### src/walksat_pkg.sv
// shared widths, vector types and solver constants for the WalkSAT flip stage, imported by every block
`default_nettype none

package walksat_pkg;

    // problem size
    localparam int NUM_VARS = 16;
    // index width for NUM_VARS variables
    localparam int VAR_BITS = 4;
    // literals per clause, 3-SAT
    localparam int NSAT = 3;
    // break count width, up to 31 broken clauses
    localparam int BREAK_BITS = 5;
    // slot number width, slots 0..2 plus the none code
    localparam int SEL_BITS = 2;
    // random word width
    localparam int RAND_BITS = 32;

    // variable index
    typedef logic [VAR_BITS-1:0] var_id_t;
    // break count of one variable
    typedef logic [BREAK_BITS-1:0] break_t;
    // literal slot inside a clause
    typedef logic [SEL_BITS-1:0] sel_t;
    // one LFSR draw
    typedef logic [RAND_BITS-1:0] rand_t;
    // truth assignment, one bit per variable
    typedef logic [NUM_VARS-1:0] assign_t;

    // slot code for "no literal chosen"
    localparam sel_t SEL_NONE = 2'd3;

    // random word strictly above this value takes a random walk
    localparam rand_t GREEDY_P = 32'h6E147AE0;

    // Galois feedback mask for x^32 + x^22 + x^2 + x + 1, maximal length
    localparam rand_t LFSR_TAPS = 32'h80200003;
    // any nonzero start value works
    localparam rand_t LFSR_SEED = 32'hC0DE_5A71;

endpackage

`default_nettype wire
### src/break_if.sv
// interface carrying one clause and its fetched break counts from the table stage onward
`timescale 1ns/1ns
`default_nettype none

interface break_if;
    import walksat_pkg::*;

    // one-cycle strobe, clause present this cycle
    logic                   valid;
    // variable index of each literal slot
    var_id_t [NSAT-1:0]     var_ids;
    // which slots hold a real literal
    logic [NSAT-1:0]        lit_valid;
    // break count fetched for each slot
    break_t [NSAT-1:0]      breaks;
    // random draw that travels with the clause
    rand_t                  rand_word;

    // table stage registers the whole clause, random word included
    modport table_mp (
        output valid,
        output var_ids,
        output lit_valid,
        output breaks,
        output rand_word
    );

    // selector only looks at counts, valids and the draw
    modport sel_mp (
        input lit_valid,
        input breaks,
        input rand_word
    );

    // commit maps the chosen slot back to a variable
    modport commit_mp (
        input valid,
        input var_ids
    );

endinterface

`default_nettype wire

### src/break_count_table.sv
// per-variable break-count table with a load port, plus the registered read stage for one clause
`timescale 1ns/1ns
`default_nettype none

module break_count_table (
    input  logic                                          clk_i,
    input  logic                                          rst_i,
    input  logic                                          we_i,
    input  walksat_pkg::var_id_t                          waddr_i,
    input  walksat_pkg::break_t                           wdata_i,
    input  logic                                          clause_valid_i,
    input  walksat_pkg::var_id_t [walksat_pkg::NSAT-1:0]  clause_vars_i,
    input  logic [walksat_pkg::NSAT-1:0]                  clause_lit_valid_i,
    input  walksat_pkg::rand_t                            rand_i,
    break_if.table_mp                                     bus
);
    import walksat_pkg::*;

    // one break count per variable
    break_t table_q [NUM_VARS];

    // clause pipeline register, one cycle behind the inputs
    logic               valid_q;
    var_id_t [NSAT-1:0] vars_q;
    logic [NSAT-1:0]    lit_valid_q;
    break_t [NSAT-1:0]  breaks_q;
    rand_t              rand_q;

    // load port
    // table comes out of reset all zero
    always_ff @(posedge clk_i) begin
        if (rst_i) begin
            for (int v = 0; v < NUM_VARS; v++) begin
                table_q[v] <= '0;
            end
        end else if (we_i) begin
            table_q[waddr_i] <= wdata_i;
        end
    end

    // strobe register, cleared on reset
    always_ff @(posedge clk_i) begin
        if (rst_i) begin
            valid_q <= 1'b0;
        end else begin
            valid_q <= clause_valid_i;
        end
    end

    // clause payload, captured only on a strobe
    // reads see the table as of the previous edge, so a write lands one cycle later
    always_ff @(posedge clk_i) begin
        if (clause_valid_i) begin
            vars_q      <= clause_vars_i;
            lit_valid_q <= clause_lit_valid_i;
            rand_q      <= rand_i;
            for (int k = 0; k < NSAT; k++) begin
                breaks_q[k] <= table_q[clause_vars_i[k]];
            end
        end
    end

    // drive the clause onto the interface
    assign bus.valid     = valid_q;
    assign bus.var_ids   = vars_q;
    assign bus.lit_valid = lit_valid_q;
    assign bus.breaks    = breaks_q;
    assign bus.rand_word = rand_q;

endmodule

`default_nettype wire

### src/flip_commit.sv
// registers the chosen literal, flips its variable in the assignment and pulses the flip report
`timescale 1ns/1ns
`default_nettype none

module flip_commit (
    input  logic                    clk_i,
    input  logic                    rst_i,
    break_if.commit_mp              bus,
    input  walksat_pkg::sel_t       select_i,
    input  logic                    random_selection_i,
    output logic                    flip_valid_o,
    output walksat_pkg::var_id_t    flip_var_o,
    output logic                    flip_random_o,
    output walksat_pkg::assign_t    assign_o
);
    import walksat_pkg::*;

    // a flip happens only for a clause that picked a slot
    logic    take;
    // variable behind the chosen slot
    var_id_t sel_var;

    logic    flip_valid_q;
    var_id_t flip_var_q;
    logic    flip_random_q;
    assign_t assign_q;

    assign take = bus.valid && (select_i != SEL_NONE);

    // slot to variable index, none code maps to 0 and is never taken
    always_comb begin
        case (select_i)
            2'd0:    sel_var = bus.var_ids[0];
            2'd1:    sel_var = bus.var_ids[1];
            2'd2:    sel_var = bus.var_ids[2];
            default: sel_var = '0;
        endcase
    end

    // control state: pulse and assignment
    // the bit toggles at the same edge that raises the pulse
    always_ff @(posedge clk_i) begin
        if (rst_i) begin
            flip_valid_q <= 1'b0;
            assign_q     <= '0;
        end else begin
            flip_valid_q <= take;
            if (take) begin
                assign_q[sel_var] <= ~assign_q[sel_var];
            end
        end
    end

    // report payload, held between flips
    always_ff @(posedge clk_i) begin
        if (take) begin
            flip_var_q    <= sel_var;
            flip_random_q <= random_selection_i;
        end
    end

    assign flip_valid_o  = flip_valid_q;
    assign flip_var_o    = flip_var_q;
    assign flip_random_o = flip_random_q;
    assign assign_o      = assign_q;

endmodule

`default_nettype wire

### src/heuristic_selector.sv
// combinational WalkSAT pick among the valid literals: zero break first, then random walk or greedy
`timescale 1ns/1ns
`default_nettype none

module heuristic_selector (
    break_if.sel_mp           bus,
    output walksat_pkg::sel_t select_o,
    output logic              random_selection_o
);
    import walksat_pkg::*;

    // valid literals with a zero break count
    logic [NSAT-1:0]     zero_valid;
    logic                has_zero;
    // draw above threshold means random walk
    logic                random_walk;
    // number of valid literals, 0..3
    logic [SEL_BITS-1:0] num_valid;
    // lowest and highest valid slot with their counts
    sel_t                lo_slot;
    sel_t                hi_slot;
    break_t              lo_break;
    break_t              hi_break;
    // candidate picks for the multi-literal case
    sel_t                zero_slot;
    sel_t                rand_slot;
    sel_t                greedy_slot;
    sel_t                multi_slot;
    logic                multi_lit;

    // zero detect per slot, masked by literal valid
    always_comb begin
        for (int i = 0; i < NSAT; i++) begin
            zero_valid[i] = bus.lit_valid[i] && (bus.breaks[i] == '0);
        end
    end

    assign has_zero    = |zero_valid;
    assign random_walk = bus.rand_word > GREEDY_P;

    // count valids and find the outer valid slots
    // with two valids these are exactly the pair, with one they coincide
    always_comb begin
        num_valid = '0;
        lo_slot   = SEL_NONE;
        hi_slot   = SEL_NONE;
        lo_break  = '0;
        hi_break  = '0;
        for (int i = 0; i < NSAT; i++) begin
            if (bus.lit_valid[i]) begin
                num_valid = num_valid + 1'b1;
                hi_slot   = sel_t'(i);
                hi_break  = bus.breaks[i];
                if (lo_slot == SEL_NONE) begin
                    lo_slot  = sel_t'(i);
                    lo_break = bus.breaks[i];
                end
            end
        end
    end

    // highest zero literal wins, later slots override earlier ones
    always_comb begin
        zero_slot = SEL_NONE;
        for (int i = 0; i < NSAT; i++) begin
            if (zero_valid[i]) begin
                zero_slot = sel_t'(i);
            end
        end
    end

    // random walk
    // pair uses bit 7 for the higher slot, triple uses bits 5:0 mod 3
    always_comb begin
        if (num_valid == 2'd2) begin
            rand_slot = bus.rand_word[7] ? hi_slot : lo_slot;
        end else begin
            rand_slot = sel_t'(bus.rand_word[5:0] % 6'd3);
        end
    end

    // greedy minimum with fixed tie rules
    // pair: lower slot only when strictly smaller
    // triple: slot 0 only when strictly least, slot 1 on ties with the rest, else slot 2
    always_comb begin
        if (num_valid == 2'd2) begin
            greedy_slot = (lo_break < hi_break) ? lo_slot : hi_slot;
        end else if ((bus.breaks[0] < bus.breaks[1]) && (bus.breaks[0] < bus.breaks[2])) begin
            greedy_slot = 2'd0;
        end else if ((bus.breaks[1] <= bus.breaks[0]) && (bus.breaks[1] <= bus.breaks[2])) begin
            greedy_slot = 2'd1;
        end else begin
            greedy_slot = 2'd2;
        end
    end

    assign multi_lit  = num_valid >= 2'd2;
    assign multi_slot = has_zero ? zero_slot : (random_walk ? rand_slot : greedy_slot);

    // final choice by literal count
    always_comb begin
        if (multi_lit) begin
            select_o = multi_slot;
        end else if (num_valid == 2'd1) begin
            select_o = lo_slot;
        end else begin
            select_o = SEL_NONE;
        end
    end

    // flag only a true random walk, never a forced or zero pick
    assign random_selection_o = multi_lit && !has_zero && random_walk;

endmodule

`default_nettype wire

### src/lfsr_rng.sv
// 32-bit Galois LFSR that advances once per clause to give each clause its own random word
`timescale 1ns/1ns
`default_nettype none

module lfsr_rng (
    input  logic               clk_i,
    input  logic               rst_i,
    input  logic               step_i,
    output walksat_pkg::rand_t rand_o
);
    import walksat_pkg::*;

    // current LFSR state
    rand_t state_q;
    // state after one shift
    rand_t state_next;

    // right-shift Galois form
    // the bit that falls out selects the feedback mask
    always_comb begin
        if (state_q[0]) begin
            state_next = (state_q >> 1) ^ LFSR_TAPS;
        end else begin
            state_next = state_q >> 1;
        end
    end

    // seed on reset so the register never sits at all zero
    always_ff @(posedge clk_i) begin
        if (rst_i) begin
            state_q <= LFSR_SEED;
        end else if (step_i) begin
            state_q <= state_next;
        end
    end

    // the clause latches the current state at the same edge the LFSR steps
    assign rand_o = state_q;

endmodule

`default_nettype wire

### src/walksat_flip_unit.sv
// top level of the flip stage: table read, random source, selector and commit, plain ports only
`timescale 1ns/1ns
`default_nettype none

module walksat_flip_unit (
    input  logic                                          clk_i,
    input  logic                                          rst_i,
    // clause strobe with three literal slots
    input  logic                                          clause_valid_i,
    input  walksat_pkg::var_id_t [walksat_pkg::NSAT-1:0]  clause_vars_i,
    input  logic [walksat_pkg::NSAT-1:0]                  clause_lit_valid_i,
    // break table load port
    input  logic                                          bt_we_i,
    input  walksat_pkg::var_id_t                          bt_addr_i,
    input  walksat_pkg::break_t                           bt_data_i,
    // flip report and current assignment
    output logic                                          flip_valid_o,
    output walksat_pkg::var_id_t                          flip_var_o,
    output logic                                          flip_random_o,
    output walksat_pkg::assign_t                          assign_o
);
    import walksat_pkg::*;

    // free-running draw, stepped per clause
    rand_t rand_word;
    // selector result for the clause on the bus
    sel_t  select;
    logic  random_selection;

    // fetched clause between table stage and the rest
    break_if clause_bus ();

    // one step per incoming clause
    lfsr_rng lfsr_rng_inst (
        .clk_i  (clk_i),
        .rst_i  (rst_i),
        .step_i (clause_valid_i),
        .rand_o (rand_word)
    );

    // stage 1, read counts and latch the clause with its draw
    break_count_table break_count_table_inst (
        .clk_i              (clk_i),
        .rst_i              (rst_i),
        .we_i               (bt_we_i),
        .waddr_i            (bt_addr_i),
        .wdata_i            (bt_data_i),
        .clause_valid_i     (clause_valid_i),
        .clause_vars_i      (clause_vars_i),
        .clause_lit_valid_i (clause_lit_valid_i),
        .rand_i             (rand_word),
        .bus                (clause_bus.table_mp)
    );

    // pick a slot in the same cycle
    heuristic_selector heuristic_selector_inst (
        .bus                (clause_bus.sel_mp),
        .select_o           (select),
        .random_selection_o (random_selection)
    );

    // stage 2, flip and report
    flip_commit flip_commit_inst (
        .clk_i              (clk_i),
        .rst_i              (rst_i),
        .bus                (clause_bus.commit_mp),
        .select_i           (select),
        .random_selection_i (random_selection),
        .flip_valid_o       (flip_valid_o),
        .flip_var_o         (flip_var_o),
        .flip_random_o      (flip_random_o),
        .assign_o           (assign_o)
    );

endmodule

`default_nettype wire

### config.mk
export PLATFORM = sky130hd
export DESIGN_NAME = walksat_flip_unit
export DESIGN_NICKNAME = d
export VERILOG_FILES = /design/src/walksat_pkg.sv /design/src/break_if.sv /design/src/break_count_table.sv /design/src/flip_commit.sv /design/src/heuristic_selector.sv /design/src/lfsr_rng.sv /design/src/walksat_flip_unit.sv
export SDC_FILE = /design/constraint.sdc
export NUM_CORES = 1
export LEC_CHECK = 0
export BUFFER_PORTS_ARGS = -buffer_cell sky130_fd_sc_hd__buf_2
export CAP_MARGIN = 20
export CORE_AREA = 2 2 138 140
export DETAILED_ROUTE_END_ITERATION = 7
export DIE_AREA = 0 0 140 142
export GPL_TIMING_DRIVEN = 0
export PLACE_DENSITY_LB_ADDON = 0.1
export SLEW_MARGIN = 20
export SYNTH_ARGS = -nofsm -noshare
export SYNTH_HDL_FRONTEND = slang
export SYNTH_SLANG_ARGS = --single-unit
### constraint.sdc
create_clock -name clk_i -period 11.3 [get_ports clk_i]
set_input_delay 0.565 -clock clk_i [delete_from_list [all_inputs] [get_ports clk_i]]
set_output_delay 0.565 -clock clk_i [all_outputs]
set_load 0.005 [all_outputs]
==> impl_metrics.json <==
{
  "clock.fmax_mhz": 172,
  "post-route-util_pct": 64.5,
  "fin_nets": 948,
  "synth_fp_nets": 880,
  "h-tree-depth": 4,
  "clock_skew_ns": 0.0145,
  "clock_path_buffers": 2,
  "io_pins": 50,
  "synth_area_per_cell_sq_um": 13.1,
  "setup_viol": 0,
  "postCtsSetupBuffers": 0,
  "n_antenna_cell": 0,
  "ys_types": 82,
  "initial_core_util_pct": 58.6,
  "worst_slew_pin_slew_ns": 1.04,
  "antenna_found_initial": 0,
  "relSlewSlack_pct": 30.4,
  "rsz0062_at_grt": "no",
  "grt_pass1_vias": 7322,
  "drt_pass1_iterations": 8,
  "drt_iter0_drc": 725,
  "insertion_delay_ns": 0.43,
  "hp-class": "input pin to flop",
  "syn_area_sq_um": 10800,
  "synthCells": 826,
  "dp_slack_ns": 5.67,
  "drt_wl_total_um": 25800,
  "grt_max_degree": 69,
  "maxSlewViolCount": 0,
  "yosys-top-cells-count": "147 x edfxtp_1, 80 x and2_1, 75 x mux4_2",
  "path_class": "flop to flop",
  "drive_above_1_share_pct": 23.5,
  "track_usage_pct": 27.2,
  "drcViolationCount": 2,
  "worstPathArrival_ns": 6.12,
  "synth-seq-cells": 197,
  "yosysSeqAreaShare_pct": 50.1,
  "numPortBuffers": 49,
  "crit_path_end_kind": "flop",
  "timing.final.ws_setup_ns": 5.49,
  "grt_pass1_wl_um": 40600,
  "cts.hold.buffers_added": 0,
  "wl_per_cell_um": 22.6,
  "fin_crit_sh_pct": 51.4,
  "path_clk_slew_ns": 0.08,
  "cts_tree": "done",
  "cap_viol_max_count": 0,
  "coreArea_sq_um": 18500,
  "r2r_cells": 19,
  "dp_hpwl_um": 19300,
  "ant_nets": 0,
  "hold_viol_final": 0,
  "p_leak_nw": 4.41,
  "synth_area_leaders": "edfxtp_1 41%, mux4_2 16%, dfxtp_1 9.3%",
  "viasPerCell": 6.47,
  "dieWidth_um": 140,
  "critPathRequiredTime_ns": 11.62,
  "place_congestion": 0.994,
  "critPathMaxFanout": 10,
  "ys_dominant_reg_cell": "edfxtp_1",
  "die_area_sq_um": 19900,
  "globalRouteOverflowTotal": 0,
  "start_kind": "flop",
  "total_power_mw": 1.78,
  "violations": "DRC",
  "yosys.area.top_type": "edfxtp_1",
  "root_buffer": "clkbuf_16",
  "min_period_ns": 5.81,
  "synth_top_area_share_pct": 40.8,
  "core.rowCount": 50,
  "cellPowerDensity_nw_per_um2": 150,
  "max-vdd-ir-drop_v": 0.000113,
  "cts_buffers": 17,
  "yosysMostFrequentCell": "edfxtp_1",
  "area_growth_pct": 10.1,
  "numClockSinks": 197,
  "async_reset_ff_share_pct": 0,
  "die_h_um": 142,
  "yosys_warnings": 0,
  "synth-edff-count": 147,
  "hold_depth": 1,
  "finalSetupTns_ns": 0,
  "status": "finished, violations left",
  "vias": 7381,
  "post_cts_resized": 0
}
## sequential cells by signal (all words and copies together), names as in the netlist
register / flops
break_count_table_inst.table_q: 80
break_count_table_inst.bus.rand_word: 32
lfsr_rng_inst.rand_o: 32
flip_commit_inst.assign_o: 16
break_count_table_inst.bus.breaks: 15
break_count_table_inst.bus.var_ids: 12
flip_commit_inst.flip_var_o: 4
break_count_table_inst.bus.lit_valid: 3
break_count_table_inst.bus.valid: 1
flip_commit_inst.flip_random_o: 1
flip_commit_inst.flip_valid_o: 1
## cell usage in the layout, fill, tap and decap left out, types with 16 or more instances in the layout
master / synthesis / layout
nor4_1: 16 / 16
buf_2: 3 / 51
ha_1: 25 / 25
nor2b_1: 40 / 40
nor2_1: 62 / 62
or2_2: 18 / 18
mux4_2: 75 / 75
clkbuf_1: 32 / 32
clkbuf_16: 0 / 17
dfxtp_1: 50 / 50
edfxtp_1: 147 / 147
and2_1: 80 / 80
mux2i_1: 19 / 19
a21oi_1: 22 / 22
nand2_1: 17 / 17
inv_1: 20 / 20
a211o_1: 17 / 17
## layout make-up
class	count	area, sq um
clock inverters	14	115
clock buffers	18	439
plain buffers	45	191
well taps	234	293
multi-input cells	561	5120
fillers	1346	6550
repair buffers	49	248
inverters	23	88.8
flip-flops and latches	197	5420
## per-layer routing
layer	routed length, um	track usage (%)	vias to the layer above	share of wire [%]
li1	-	-	3328	-
met1	10600	35.5	3685	41
met2	12800	44.6	299	49
met3	1300	4.24	69	5.0
met4	1170	14.2	0	4.5
met5	0	0	-	0
## path summary, 6_finish.rpt
check | start | end | slack [ns]
hold / removal | clause_lit_valid_i[0] | break_count_table_inst.bus.lit_valid[0]$_DFFE_PP_ | 0.30
hold reg to reg | lfsr_rng_inst.rand_o[9]$_SDFFE_PP1P_ | break_count_table_inst.bus.rand_word[9]$_DFFE_PP_ | 0.45
setup reg to reg | break_count_table_inst.bus.lit_valid[0]$_DFFE_PP_ | flip_commit_inst.assign_o[5]$_SDFFE_PP0P_ | 5.49
setup / recovery | break_count_table_inst.bus.lit_valid[0]$_DFFE_PP_ | flip_commit_inst.assign_o[5]$_SDFFE_PP0P_ | 5.49
## worst max-delay path, cell delays in order, from the launching register on
cell and delay [ns]:
edfxtp_1 0.48, clkbuf_1 0.24, inv_1 0.22, ha_1 0.28
buf_1 0.42, nand2_1 0.31, nor2_1 0.17, a21oi_1 0.07
ha_1 0.23, or4_1 0.50, a221o_1 0.28, o22ai_2 0.23
nor4b_4 0.28, nor4_2 0.08, o21a_2 0.26, a2111oi_2 0.38
mux2_4 0.29, inv_4 0.07, nor4_1 0.51, mux2_2 0.39
## power breakdown
group	switching [mW]	internal [mW]
Clock	0.279	0.295
Combinational	0.185	0.150
Sequential	0.0407	0.832
Total	0.505	1.28
## kinds of logic (layout without fill, tap and decap cells)
| logic type | after synthesis | in the layout | share of synthesized area (%) |
|---|---|---|---|
| mux | 113 | 113 | 19.4 |
| simple gates | 299 | 299 | 15.9 |
| compound gates | 118 | 118 | 8.46 |
| fa+ha+maj | 26 | 26 | 3.08 |
| xor+xnor | 5 | 5 | 0.405 |
| buf+inv | 68 | 149 | 2.59 |
| flops | 197 | 197 | 50.1 |
## through the flow
step                      std cells  hold slack [ns]  cell area [sq um]
after floorplan                 826            0.422              10800
after global placement         1109            0.433              11300
after detailed placement       1109            0.435              11400
after CTS                      1141            0.285              11900
after global routing           1141            0.285              11900
final                          1141            0.300              11900
(Power assumes the default switching activity.)
